## src/logic/fxp_pipe_pkg.sv

```systemverilog
package fxp_pipe_pkg;

  // operations accepted by the pipe
  // the fused ops follow the RISC-V sign semantics of fmadd and its relatives
  typedef enum logic [2:0]
  {
    fadd   = 3'd0,
    fsub   = 3'd1,
    fmul   = 3'd2,
    fmadd  = 3'd3,
    fmsub  = 3'd4,
    fnmsub = 3'd5,
    fnmadd = 3'd6,
    imul   = 3'd7
  } fu_op_e;

  // rounding mode codes as in the RISC-V frm field
  // codes 5 and 6 are reserved and are treated as rtz by the pipe
  typedef enum logic [2:0]
  {
    rne = 3'd0,
    rtz = 3'd1,
    rdn = 3'd2,
    rup = 3'd3,
    rmm = 3'd4,
    dyn = 3'd7
  } rm_e;

  // exception flags of a fused result
  // bit 1 is overflow, bit 0 is inexact
  typedef logic [1:0] fflags_t;

  // sign control of the multiply-add datapath
  //   enc | semantics
  //   0 0 :   (a x b) + c
  //   0 1 :   (a x b) - c
  //   1 0 : - (a x b) + c
  //   1 1 : - (a x b) - c
  typedef logic [1:0] mac_op_t;

endpackage

```

## src/logic/fxp_pipe_decode.sv

```systemverilog
`timescale 1ns/10ps

module fxp_pipe_decode
  import fxp_pipe_pkg::*;
#(
  parameter int data_width_p = 32,
  parameter int frac_width_p = 16
)
(
  input  logic                    clk_i,
  input  logic                    arst_n_i,
  input  logic                    v_i,
  input  logic                    poison_i,
  input  fu_op_e                  fu_op_i,
  input  rm_e                     rm_i,
  input  rm_e                     frm_dyn_i,
  input  logic                    narrow_i,
  input  logic                    word_i,
  input  logic [data_width_p-1:0] rs1_i,
  input  logic [data_width_p-1:0] rs2_i,
  input  logic [data_width_p-1:0] rs3_i,
  output logic                    v_o,
  output logic                    is_imul_o,
  output logic                    narrow_o,
  output logic                    word_o,
  output rm_e                     rm_o,
  output mac_op_t                 mac_op_o,
  output logic [data_width_p-1:0] a_o,
  output logic [data_width_p-1:0] b_o,
  output logic [data_width_p-1:0] c_o
);

  // the value 1.0 in the fixed point format, used as b for fadd and fsub
  localparam logic [data_width_p-1:0] fxp_one_lp =
    {{(data_width_p-1){1'b0}}, 1'b1} << frac_width_p;

  rm_e                     rm_sel;
  rm_e                     rm_res;
  mac_op_t                 mac_op;
  logic [data_width_p-1:0] a_sel;
  logic [data_width_p-1:0] b_sel;
  logic [data_width_p-1:0] c_sel;

  // dyn takes the mode from the frm register, and any code above rmm acts as rtz
  always_comb
  begin
    rm_sel = (rm_i == dyn) ? frm_dyn_i : rm_i;
    rm_res = (rm_sel > rmm) ? rtz : rm_sel;
  end

  always_comb
  begin
    mac_op = 2'b00;
    a_sel  = rs1_i;
    b_sel  = rs2_i;
    c_sel  = rs3_i;
    case (fu_op_i)
      fadd, fsub:
      begin
        mac_op = (fu_op_i == fsub) ? 2'b01 : 2'b00;
        b_sel  = fxp_one_lp;
        c_sel  = rs2_i;
      end
      fmul:
      begin
        c_sel = '0;
      end
      fmsub:  mac_op = 2'b01;
      fnmsub: mac_op = 2'b10;
      fnmadd: mac_op = 2'b11;
      imul:
      begin
        // raw integer operands, the addend is not used
        c_sel = '0;
      end
      default: mac_op = 2'b00;
    endcase
  end

  always_ff @(posedge clk_i or negedge arst_n_i)
  begin
    if (!arst_n_i)
      v_o <= 1'b0;
    else
      v_o <= v_i & ~poison_i;
  end

  always_ff @(posedge clk_i)
  begin
    is_imul_o <= (fu_op_i == imul);
    narrow_o  <= narrow_i;
    word_o    <= word_i;
    rm_o      <= rm_res;
    mac_op_o  <= mac_op;
    a_o       <= a_sel;
    b_o       <= b_sel;
    c_o       <= c_sel;
  end

endmodule

```

## src/logic/fxp_pipe_fma.sv

```systemverilog
`timescale 1ns/10ps

module fxp_pipe_fma
  import fxp_pipe_pkg::*;
#(
  parameter int data_width_p   = 32,
  parameter int frac_width_p   = 16,
  parameter int fma_latency_p  = 4,
  parameter int imul_latency_p = 3
)
(
  input  logic                    clk_i,
  input  logic                    arst_n_i,
  input  logic                    v_i,
  input  logic                    poison_i,
  input  fu_op_e                  fu_op_i,
  input  rm_e                     rm_i,
  input  rm_e                     frm_dyn_i,
  input  logic                    narrow_i,
  input  logic                    word_i,
  input  logic [data_width_p-1:0] rs1_i,
  input  logic [data_width_p-1:0] rs2_i,
  input  logic [data_width_p-1:0] rs3_i,
  output logic                    fma_v_o,
  output logic [data_width_p-1:0] fma_data_o,
  output fflags_t                 fma_fflags_o,
  output logic                    imul_v_o,
  output logic [data_width_p-1:0] imul_data_o
);

  // decode and mul_add each hold one register stage
  localparam int fma_stages_lp  = fma_latency_p - 2;
  localparam int imul_stages_lp = imul_latency_p - 2;

  logic                      dec_v, dec_is_imul, dec_narrow, dec_word;
  rm_e                       dec_rm;
  mac_op_t                   dec_mac_op;
  logic [data_width_p-1:0]   dec_a, dec_b, dec_c;

  logic                      raw_v, raw_is_imul, raw_narrow, raw_word;
  rm_e                       raw_rm;
  logic [2*data_width_p+1:0] raw_sum;
  logic [data_width_p-1:0]   raw_prod_lo;

  logic                      fma_v, imul_v;
  logic [data_width_p-1:0]   fma_data, imul_data;
  fflags_t                   fma_fflags;

  fxp_pipe_decode #(.data_width_p(data_width_p), .frac_width_p(frac_width_p)) decode
  (
    .clk_i(clk_i), .arst_n_i(arst_n_i), .v_i(v_i), .poison_i(poison_i),
    .fu_op_i(fu_op_i), .rm_i(rm_i), .frm_dyn_i(frm_dyn_i), .narrow_i(narrow_i),
    .word_i(word_i), .rs1_i(rs1_i), .rs2_i(rs2_i), .rs3_i(rs3_i),
    .v_o(dec_v), .is_imul_o(dec_is_imul), .narrow_o(dec_narrow), .word_o(dec_word),
    .rm_o(dec_rm), .mac_op_o(dec_mac_op), .a_o(dec_a), .b_o(dec_b), .c_o(dec_c)
  );

  fxp_pipe_mul_add #(.data_width_p(data_width_p), .frac_width_p(frac_width_p)) mul_add
  (
    .clk_i(clk_i), .arst_n_i(arst_n_i), .v_i(dec_v), .is_imul_i(dec_is_imul),
    .narrow_i(dec_narrow), .word_i(dec_word), .rm_i(dec_rm), .mac_op_i(dec_mac_op),
    .a_i(dec_a), .b_i(dec_b), .c_i(dec_c),
    .v_o(raw_v), .is_imul_o(raw_is_imul), .narrow_o(raw_narrow), .word_o(raw_word),
    .rm_o(raw_rm), .sum_o(raw_sum), .prod_lo_o(raw_prod_lo)
  );

  fxp_pipe_round #(.data_width_p(data_width_p), .frac_width_p(frac_width_p)) round
  (
    .v_i(raw_v), .is_imul_i(raw_is_imul), .narrow_i(raw_narrow), .word_i(raw_word),
    .rm_i(raw_rm), .sum_i(raw_sum), .prod_lo_i(raw_prod_lo),
    .fma_v_o(fma_v), .fma_data_o(fma_data), .fma_fflags_o(fma_fflags),
    .imul_v_o(imul_v), .imul_data_o(imul_data)
  );

  fxp_pipe_retime #(.width_p(data_width_p+2), .stages_p(fma_stages_lp)) fma_retime
  (
    .clk_i(clk_i), .arst_n_i(arst_n_i), .v_i(fma_v), .data_i({fma_fflags, fma_data}),
    .v_o(fma_v_o), .data_o({fma_fflags_o, fma_data_o})
  );

  fxp_pipe_retime #(.width_p(data_width_p), .stages_p(imul_stages_lp)) imul_retime
  (
    .clk_i(clk_i), .arst_n_i(arst_n_i), .v_i(imul_v), .data_i(imul_data),
    .v_o(imul_v_o), .data_o(imul_data_o)
  );

endmodule

```

## src/logic/fxp_pipe_mul_add.sv

```systemverilog
`timescale 1ns/10ps

module fxp_pipe_mul_add
  import fxp_pipe_pkg::*;
#(
  parameter int data_width_p = 32,
  parameter int frac_width_p = 16
)
(
  input  logic                        clk_i,
  input  logic                        arst_n_i,
  input  logic                        v_i,
  input  logic                        is_imul_i,
  input  logic                        narrow_i,
  input  logic                        word_i,
  input  rm_e                         rm_i,
  input  mac_op_t                     mac_op_i,
  input  logic [data_width_p-1:0]     a_i,
  input  logic [data_width_p-1:0]     b_i,
  input  logic [data_width_p-1:0]     c_i,
  output logic                        v_o,
  output logic                        is_imul_o,
  output logic                        narrow_o,
  output logic                        word_o,
  output rm_e                         rm_o,
  output logic [2*data_width_p+1:0]   sum_o,
  output logic [data_width_p-1:0]     prod_lo_o
);

  // two guard bits above the product keep the sum exact for any operands
  localparam int sum_width_lp  = 2*data_width_p+2;
  localparam int prod_width_lp = 2*data_width_p;

  typedef logic signed [sum_width_lp-1:0] sum_t;

  logic signed [prod_width_lp-1:0] prod;
  sum_t                            prod_ext;
  sum_t                            addend;
  sum_t                            prod_term;
  sum_t                            addend_term;
  sum_t                            sum;

  always_comb
  begin
    prod     = $signed(a_i) * $signed(b_i);
    prod_ext = {{(sum_width_lp-prod_width_lp){prod[prod_width_lp-1]}}, prod};
    // align the addend with the binary point of the product
    addend = sum_t'($signed(c_i)) <<< frac_width_p;
  end

  always_comb
  begin
    prod_term   = mac_op_i[1] ? -prod_ext : prod_ext;
    addend_term = mac_op_i[0] ? -addend : addend;
    sum         = prod_term + addend_term;
  end

  always_ff @(posedge clk_i or negedge arst_n_i)
  begin
    if (!arst_n_i)
      v_o <= 1'b0;
    else
      v_o <= v_i;
  end

  always_ff @(posedge clk_i)
  begin
    is_imul_o <= is_imul_i;
    narrow_o  <= narrow_i;
    word_o    <= word_i;
    rm_o      <= rm_i;
    sum_o     <= sum;
    // the low half of a product is the same for signed and unsigned operands
    prod_lo_o <= prod[data_width_p-1:0];
  end

endmodule

```

## src/logic/fxp_pipe_retime.sv

```systemverilog
`timescale 1ns/10ps

module fxp_pipe_retime
#(
  parameter int width_p  = 32,
  parameter int stages_p = 1
)
(
  input  logic               clk_i,
  input  logic               arst_n_i,
  input  logic               v_i,
  input  logic [width_p-1:0] data_i,
  output logic               v_o,
  output logic [width_p-1:0] data_o
);

  if (stages_p == 0)
  begin : g_bypass
    assign v_o    = v_i;
    assign data_o = data_i;
  end
  else
  begin : g_chain
    logic [stages_p-1:0] v_r;
    logic [width_p-1:0]  data_r [stages_p];

    always_ff @(posedge clk_i or negedge arst_n_i)
    begin
      if (!arst_n_i)
        v_r <= '0;
      else
      begin
        v_r[0] <= v_i;
        for (int i = 1; i < stages_p; i++)
          v_r[i] <= v_r[i-1];
      end
    end

    always_ff @(posedge clk_i)
    begin
      data_r[0] <= data_i;
      for (int i = 1; i < stages_p; i++)
        data_r[i] <= data_r[i-1];
    end

    assign v_o    = v_r[stages_p-1];
    assign data_o = data_r[stages_p-1];
  end

endmodule

```

## src/logic/fxp_pipe_round.sv

```systemverilog
`timescale 1ns/10ps

module fxp_pipe_round
  import fxp_pipe_pkg::*;
#(
  parameter int data_width_p = 32,
  parameter int frac_width_p = 16
)
(
  input  logic                      v_i,
  input  logic                      is_imul_i,
  input  logic                      narrow_i,
  input  logic                      word_i,
  input  rm_e                       rm_i,
  input  logic [2*data_width_p+1:0] sum_i,
  input  logic [data_width_p-1:0]   prod_lo_i,
  output logic                      fma_v_o,
  output logic [data_width_p-1:0]   fma_data_o,
  output fflags_t                   fma_fflags_o,
  output logic                      imul_v_o,
  output logic [data_width_p-1:0]   imul_data_o
);

  localparam int sum_width_lp  = 2*data_width_p+2;
  localparam int half_width_lp = data_width_p/2;

  typedef logic signed [sum_width_lp-1:0] sum_t;

  localparam sum_t one_lp      = sum_t'(1);
  localparam sum_t max_full_lp = (one_lp <<< (data_width_p-1)) - one_lp;
  localparam sum_t min_full_lp = -(one_lp <<< (data_width_p-1));
  localparam sum_t max_half_lp = (one_lp <<< (half_width_lp-1)) - one_lp;
  localparam sum_t min_half_lp = -(one_lp <<< (half_width_lp-1));

  // all dropped bits below the guard bit
  localparam logic [frac_width_p-1:0] sticky_mask_lp = '1 >> 1;

  logic [frac_width_p-1:0] dropped;
  logic                    guard;
  logic                    sticky;
  logic                    inexact;
  logic                    neg;
  logic                    round_up;
  logic                    ovf;
  sum_t                    shifted;
  sum_t                    rounded;
  sum_t                    hi_lim;
  sum_t                    lo_lim;

  always_comb
  begin
    // the arithmetic shift gives the floor of the exact value
    shifted = $signed(sum_i) >>> frac_width_p;
    dropped = sum_i[frac_width_p-1:0];
    guard   = dropped[frac_width_p-1];
    sticky  = |(dropped & sticky_mask_lp);
    inexact = guard | sticky;
    neg     = sum_i[sum_width_lp-1];

    // increment decision relative to the floor
    case (rm_i)
      rne:     round_up = guard & (sticky | shifted[0]);
      rdn:     round_up = 1'b0;
      rup:     round_up = inexact;
      rmm:     round_up = guard & (sticky | ~neg);
      default: round_up = neg & inexact;
    endcase

    rounded = shifted + sum_t'(round_up);
  end

  always_comb
  begin
    hi_lim = narrow_i ? max_half_lp : max_full_lp;
    lo_lim = narrow_i ? min_half_lp : min_full_lp;
    ovf    = (rounded > hi_lim) || (rounded < lo_lim);

    // a value in range already carries its sign above the half width
    if (rounded > hi_lim)
      fma_data_o = hi_lim[data_width_p-1:0];
    else if (rounded < lo_lim)
      fma_data_o = lo_lim[data_width_p-1:0];
    else
      fma_data_o = rounded[data_width_p-1:0];

    fma_fflags_o = ovf ? 2'b11 : {1'b0, inexact};
  end

  assign fma_v_o  = v_i & ~is_imul_i;
  assign imul_v_o = v_i & is_imul_i;

  // word results keep the lower half and extend its sign
  assign imul_data_o = word_i ?
    {{(data_width_p-half_width_lp){prod_lo_i[half_width_lp-1]}}, prod_lo_i[half_width_lp-1:0]} :
    prod_lo_i;

endmodule

```

## config.mk

```make
export PLATFORM = sky130hd
export DESIGN_NAME = fxp_pipe_fma
export DESIGN_NICKNAME = d
export VERILOG_FILES = /design/src/logic/fxp_pipe_pkg.sv /design/src/logic/fxp_pipe_decode.sv /design/src/logic/fxp_pipe_fma.sv /design/src/logic/fxp_pipe_mul_add.sv /design/src/logic/fxp_pipe_retime.sv /design/src/logic/fxp_pipe_round.sv
export SDC_FILE = /design/constraint.sdc
export NUM_CORES = 2
export LEC_CHECK = 0
export BUFFER_PORTS_ARGS = -buffer_cell sky130_fd_sc_hd__buf_2
export CELL_PAD_IN_SITES_DETAIL_PLACEMENT = 1
export CELL_PAD_IN_SITES_GLOBAL_PLACEMENT = 2
export CORE_MARGIN = 2
export CORE_UTILIZATION = 42
export DETAILED_ROUTE_END_ITERATION = 8
export HOLD_SLACK_MARGIN = 0.05
export PLACE_DENSITY_LB_ADDON = 0.1
export SLEW_MARGIN = 20
export SYNTH_ARGS = -nofsm -noshare
export SYNTH_HDL_FRONTEND = slang
export SYNTH_SLANG_ARGS = --single-unit
```

## constraint.sdc

```tcl
create_clock -name clk_i -period 13.8 [get_ports clk_i]
set_input_delay 2.07 -clock clk_i [delete_from_list [all_inputs] [get_ports clk_i]]
set_output_delay 2.07 -clock clk_i [all_outputs]
set_load 0.02 [all_outputs]
```

Word-level counts from Yosys, hierarchy flattened
Memory sizes are Yosys's and may differ from the RTL's.
Cells that the tools add are included.

word-level totals
  bits in registers = 213
  bits in writable memories = 100
  logic and storage cells = 69
  input bits = 111
  memories = 2
  output and inout bits = 68

operators by class
  $lt $le $gt $ge = 3
  reductions and logical operators = 6
  bitwise logic cells = 12
  $mul = 1
  equality and inequality tests = 10
  add/sub/neg operators = 4
  mux-type cells = 13

memories
  memory                      words  bits a word  rd ports  clocked after memory_dff  wr ports  RTL line               RTL
  fma_retime.g_chain.data_r   2      34           2         0                         2         fxp_pipe_retime.sv:25  logic [width_p-1:0] data_r [stages_p];
  imul_retime.g_chain.data_r  1      32           1         0                         1         fxp_pipe_retime.sv:25

operator list
  cell                count
  $mux 66             2
  $mux 32             3
  $add 66x66->66      1
  $gt 66x66->1        1
  $lt 66x66->1        1
  $neg 48->66         1
  $neg 64->66         1
  $mul 32x32->64      1
  $pmux 32 s2         1
  $mux 31             2
  $add 50x2->51       1
  $eq 3x3->1 const B  6
  $reduce_or 15->1    1
  $eq 3x2->1 const B  3
  $pmux 2 s4          1
  $and 1x1->1         6
  $logic_not 3->1     2
  $pmux 1 s4          1
  $reduce_or 2->1     2
  $eq 3x1->1 const B  1
  $gt 3x3->1 const B  1
  $mux 3              1
  $not 1->1           3
  $or 1x1->1          3
  other kinds (3)     3

Logic depth before layout (Yosys ltp)
  word-level depth = 8
  mapped depth = 45
  gate-level depth less buffers = 42

By module
A second synthesis with hierarchy kept.

unflattened totals
  cells, all modules = 5767
  area total of the unflattened synthesis = 52918.3 sq um

modules (own cells, without submodules)
  module                          seq. area each (sq um)  instances  cells an instance  area an instance (sq um)
  fxp_pipe_mul_add                2087.0                  1          4882               44054.8
  fxp_pipe_decode                 2107.0                  1          306                3583.4
  fxp_pipe_round                  0.0                     1          442                2947.8
  fxp_pipe_retime at fma_retime   1411.4                  1          104                1666.6
  fxp_pipe_retime at imul_retime  665.6                   1          33                 665.6

Worst setup path after synthesis
No wires, ideal clock.

  path type = register to register
  start point = reg decode.b_o[2]
  end point = reg mul_add.sum_o[64]
  buffers on the path = 2
  data required time = 13.728 ns
  clock period less this slack = 10.834 ns
  cell stages (with the launch flop) = 38
  arrival = 10.762 ns
  setup slack = 2.966 ns
  setup time = 0.072 ns
  cell sequence = dfxtp_1 -> clkbuf_1 -> nand2_1 -> fa_1 -> inv_1 -> fa_1 -> inv_1 -> fa_1 -> fa_1 -> fa_1 -> inv_1 -> fa_1 -> inv_1 -> fa_1 -> fa_1 -> inv_1 -> ha_1 -> clkbuf_1 -> [... 2 more ...] -> a41oi_1 -> a31o_2 -> xnor2_1 -> or2_1 -> or4_1 -> or3_1 -> or3_1 -> o31ai_1 -> xor2_1 -> ha_1 -> a21o_1 -> a21o_1 -> a2111oi_0 -> o31ai_1 -> a41oi_1 -> o211ai_1 -> a21oi_1 -> xnor2_1

on the way
  longest elaborated chain between the ends = 4

ends and longest elaborated chain
  element                 RTL line                RTL
  from (decl)             fxp_pipe_decode.sv:29   output logic [data_width_p-1:0] b_o,
  from (signal assigned)  fxp_pipe_decode.sv:96   b_o <= b_sel;
  $mul 32x32->64 *        fxp_pipe_mul_add.sv:45  prod = $signed(a_i) * $signed(b_i);
  net mul_add.prod[24]    fxp_pipe_mul_add.sv:36  logic signed [prod_width_lp-1:0] prod;
  $neg 64->66             fxp_pipe_mul_add.sv:53  prod_term = mac_op_i[1] ? -prod_ext : prod_ext;
  $mux 66 *               fxp_pipe_mul_add.sv:53
  $add 66x66->66 *        fxp_pipe_mul_add.sv:55  sum = prod_term + addend_term;
  net mul_add.sum[64]     fxp_pipe_mul_add.sv:41  sum_t sum;
  to (signal assigned)    fxp_pipe_mul_add.sv:72  sum_o <= sum;
  to (decl)               fxp_pipe_mul_add.sv:26  output logic [2*data_width_p+1:0] sum_o,

Mark *: on every way through the listed nets, which the timed path passes. The rest lies on a longest branch.
A chain may end at the register's enable or synchronous reset.

Worst setup path after layout
  start point = reg decode.a_o[13]
  end point = reg mul_add.sum_o[65]

on the way
  longest elaborated chain between the ends = 4

ends and longest elaborated chain
  element                 RTL line                RTL
  from (decl)             fxp_pipe_decode.sv:28   output logic [data_width_p-1:0] a_o,
  from (signal assigned)  fxp_pipe_decode.sv:95   a_o <= a_sel;
  $mul 32x32->64 *        fxp_pipe_mul_add.sv:45
  $neg 64->66             fxp_pipe_mul_add.sv:53
  $mux 66 *               fxp_pipe_mul_add.sv:53
  $add 66x66->66 *        fxp_pipe_mul_add.sv:55
  net mul_add.sum[65]     fxp_pipe_mul_add.sv:41

Marks and branches as above.

==> results.md <==
- Outcome: finished, final reports clean
- Most common cell in the netlist: fa_1
- Pin count of the biggest net entering global routing: 68
- Layout Nets: 7021
- Die Y: 353 microns
- Simple-gate share of the synthesized area: 0.160
- Syn_nets: 7016
- Layout fillers: 13952
- CTS Hold Bufs: 0
- Setup-failing EPs final: 0
- Cell mode on critical path: fa_1
- Largest family of logic cells by synthesized area: adder cells
- GPL Wtd Cong: 0.884
- WS Path Type: register to register
- Vias per cell: 5.21
- Finished Layout Cells: 7218
- Most used DFF post-synth: dfxtp_1
- Top post-synthesis cells by area: fa_1, dfxtp_1, inv_1
- HP Class: register to register
- Synth Area in XOR/XNOR: 0.0401
- Port Buffers: 178
- Initial Util: 0.422
- Drt pass-1 iters: 5
- Mapped Cells: 5553
- Initial antenna violation count: 2
- Avg Cell Area, Syn: 9.21 sq um
- Resize count post-CTS: 0
- Rel. slew slack: 0.260
- Min Tclk post-route: 12610 ps
- Slowest CP cell: nor3_1
- Row cnt: 128
- Inst Count DP: 7140
- Critical Path AT: 13080 ps
- Clock latency on the worst-skew pair: 650 ps
- Ys Warns: 0
- Slew @ Worst Pin: 1110 ps
- Post-DRT Antenna Nets: 0
- Clk root buf: clkbuf_16
- Hpwl dp: 133000 microns
- Synth Area in Adders: 0.490
- Startpoint Class: register
- Req. time, crit path: 14270 ps
- Synth cell types: 89
- H-tree depth: 2
- # Post-CTS Setup Buffers: 0
- CTS sink cnt: 312
- Core Footprint: 121000 sq um
- GR Overflow Total: 0
- Num CTS Buffers: 41
- Synthesized cell area: 51100 sq um
- Synth async-reset ratio: 0.0160
- Longest Clk Path Bufs: 3
- Top-area cell type share of the netlist area: 0.424
- Via count: 37622
- Area growth from synthesis to layout: 7.27%
- Max FO, Critical Path: 14
- Commonest cells in the netlist: fa_1, inv_1, nand2_1
- EDFF count, synth: 0
- I/O pin total: 179
- Setup TNS: 0 ps
- Crit. End Element: register
- Worst Skew: 60.7 ps
- First-pass GRT wire length: 255000 microns
- Area leader, netlist: fa_1
- Sequential-to-total area share from yosys stat: 0.123
- Worst-path clk slew: 70 ps
- Pins Over Slew Limit: 0
- Final worst-path cycle share: 0.913
- FMAX: 0.0793 GHz
- Post-synthesis mux area share: 0.00225
- Die Area: 125000 sq um
- WL/cell: 22.3 microns
- Drc violations: 0
- Hold Fails Final Rpt: 0
- Initial DRC Count: 1966
- Synthesized flop and latch total: 312
- Total Routing Usage GR: 0.265
- CTS tree: built
- Max cap viols: 0
- Overall routed net length: 161000 microns
- Share of cells above drive strength 1: 0.0687
- RSZ-0062 raised after global routing: no
- Max stage delay on crit path: 800 ps
- Synth Area in Compound Gates: 0.0827
- Die width: 353 microns
- Vias in the first global route: 42532
-- per-layer routing --
metal,vias up,global-route usage,wire [microns]
met1,19927,0.356,72000
met5,-,0,0
met2,645,0.464,79400
met4,0,0.0663,4230
met3,155,0.0198,5220
li1,16895,-,-
-- stage by stage --
stage | area, sq um | hold slack [ps] | utilization | worst slack (ps)
2_1_floorplan | 51100 | 310 | - | 2970
3_3_place_gp | 53500 | 311 | 0.441 | 1200
3_5_place_dp | 53500 | 313 | 0.441 | 1350
4_1_cts | 54800 | 327 | 0.452 | 1350
5_1_grt | 54800 | 332 | 0.452 | 407
6_report | 54800 | 324 | 0.452 | 1190
-- registers in the layout (all words and copies together), names as in the netlist --
register	count
fma_retime.g_chain.data_r	68
mul_add.sum_o	65
decode.a_o	32
decode.b_o	32
decode.c_o	32
imul_retime.g_chain.data_r	32
mul_add.prod_lo_o	32
decode.rm_o	3
mul_add.rm_o	3
decode.mac_op_o	2
fma_retime.g_chain.v_r	2
decode.is_imul_o	1
decode.narrow_o	1
decode.v_o	1
decode.word_o	1
imul_retime.v_o	1
mul_add.is_imul_o	1
mul_add.narrow_o	1
mul_add.v_o	1
mul_add.word_o	1
-- kinds of logic after synthesis --
group / count (synthesis)
buffers and inverters: 1361
XOR/XNOR: 234
adder cells (fa/ha/maj): 1352
AO/OA/AOI/OAI: 648
AND/OR/NAND/NOR: 1635
flip-flops: 312
multiplexers: 11
-- cells in the final DEF (no fill, tap or decap), types with 122 or more instances in the layout --
| master | synthesis | routed |
|---|---|---|
| o21ai_0 | 177 | 177 |
| fa_1 | 1083 | 1083 |
| and2_1 | 473 | 473 |
| nand2_1 | 703 | 703 |
| buf_2 | 1 | 178 |
| dfxtp_1 | 307 | 292 |
| nor2_1 | 123 | 122 |
| ha_1 | 269 | 269 |
| a21oi_1 | 135 | 135 |
| xnor2_1 | 171 | 170 |
| inv_1 | 1064 | 1064 |
-- critical path, delay by kind of cell (launching register included) --
kind                       cells  cell delay [ps]
adders and majority gates     10             4710
AOI/OAI and AO/OA             13             2940
and+or+nand+nor                7             2840
buffers and inverters          6              850
DFF                            1              720
xor gates and xnor gates       3              330
-- final timing paths --
| path | startpoint | end | slack [ps] | cells after the start |
|---|---|---|---|---|
| max in group asynchronous | arst_n_i | fma_retime.g_chain.v_r[0]$_DFF_PN0_ | 12390 | 1 |
| worst max-delay path | decode.a_o[13]$_DFF_P_ | mul_add.sum_o[65]$_DFF_P_ | 1190 | 39 |
| min in group asynchronous | arst_n_i | decode.v_o$_DFF_PN0_ | 1280 | 1 |
| worst min register to register | decode.rm_o[1]$_SDFF_PN0_ | mul_add.rm_o[1]$_DFF_P_ | 320 | 0 |
| worst min-delay path | decode.rm_o[1]$_SDFF_PN0_ | mul_add.rm_o[1]$_DFF_P_ | 320 | 0 |
| worst max register to register | decode.a_o[13]$_DFF_P_ | mul_add.sum_o[65]$_DFF_P_ | 1190 | 39 |
-- cell type report --
cell class | count | area (sq um) | area share
inverter | 1064 | 3990 | 0.0728
timing repair buffer | 259 | 1500 | 0.0273
clock buffer | 53 | 1120 | 0.0205
antenna | 2 | 5.00 | 0.0000912
multi-input combinational | 3880 | 39600 | 0.723
sequential | 312 | 6290 | 0.115
clock inverter | 23 | 265 | 0.00484
tap | 1625 | 2030 | 0.0371
Power is left out: the tool's default activity adds up to more than one toggle a clock period on the data nets, which glitch-free logic cannot reach.
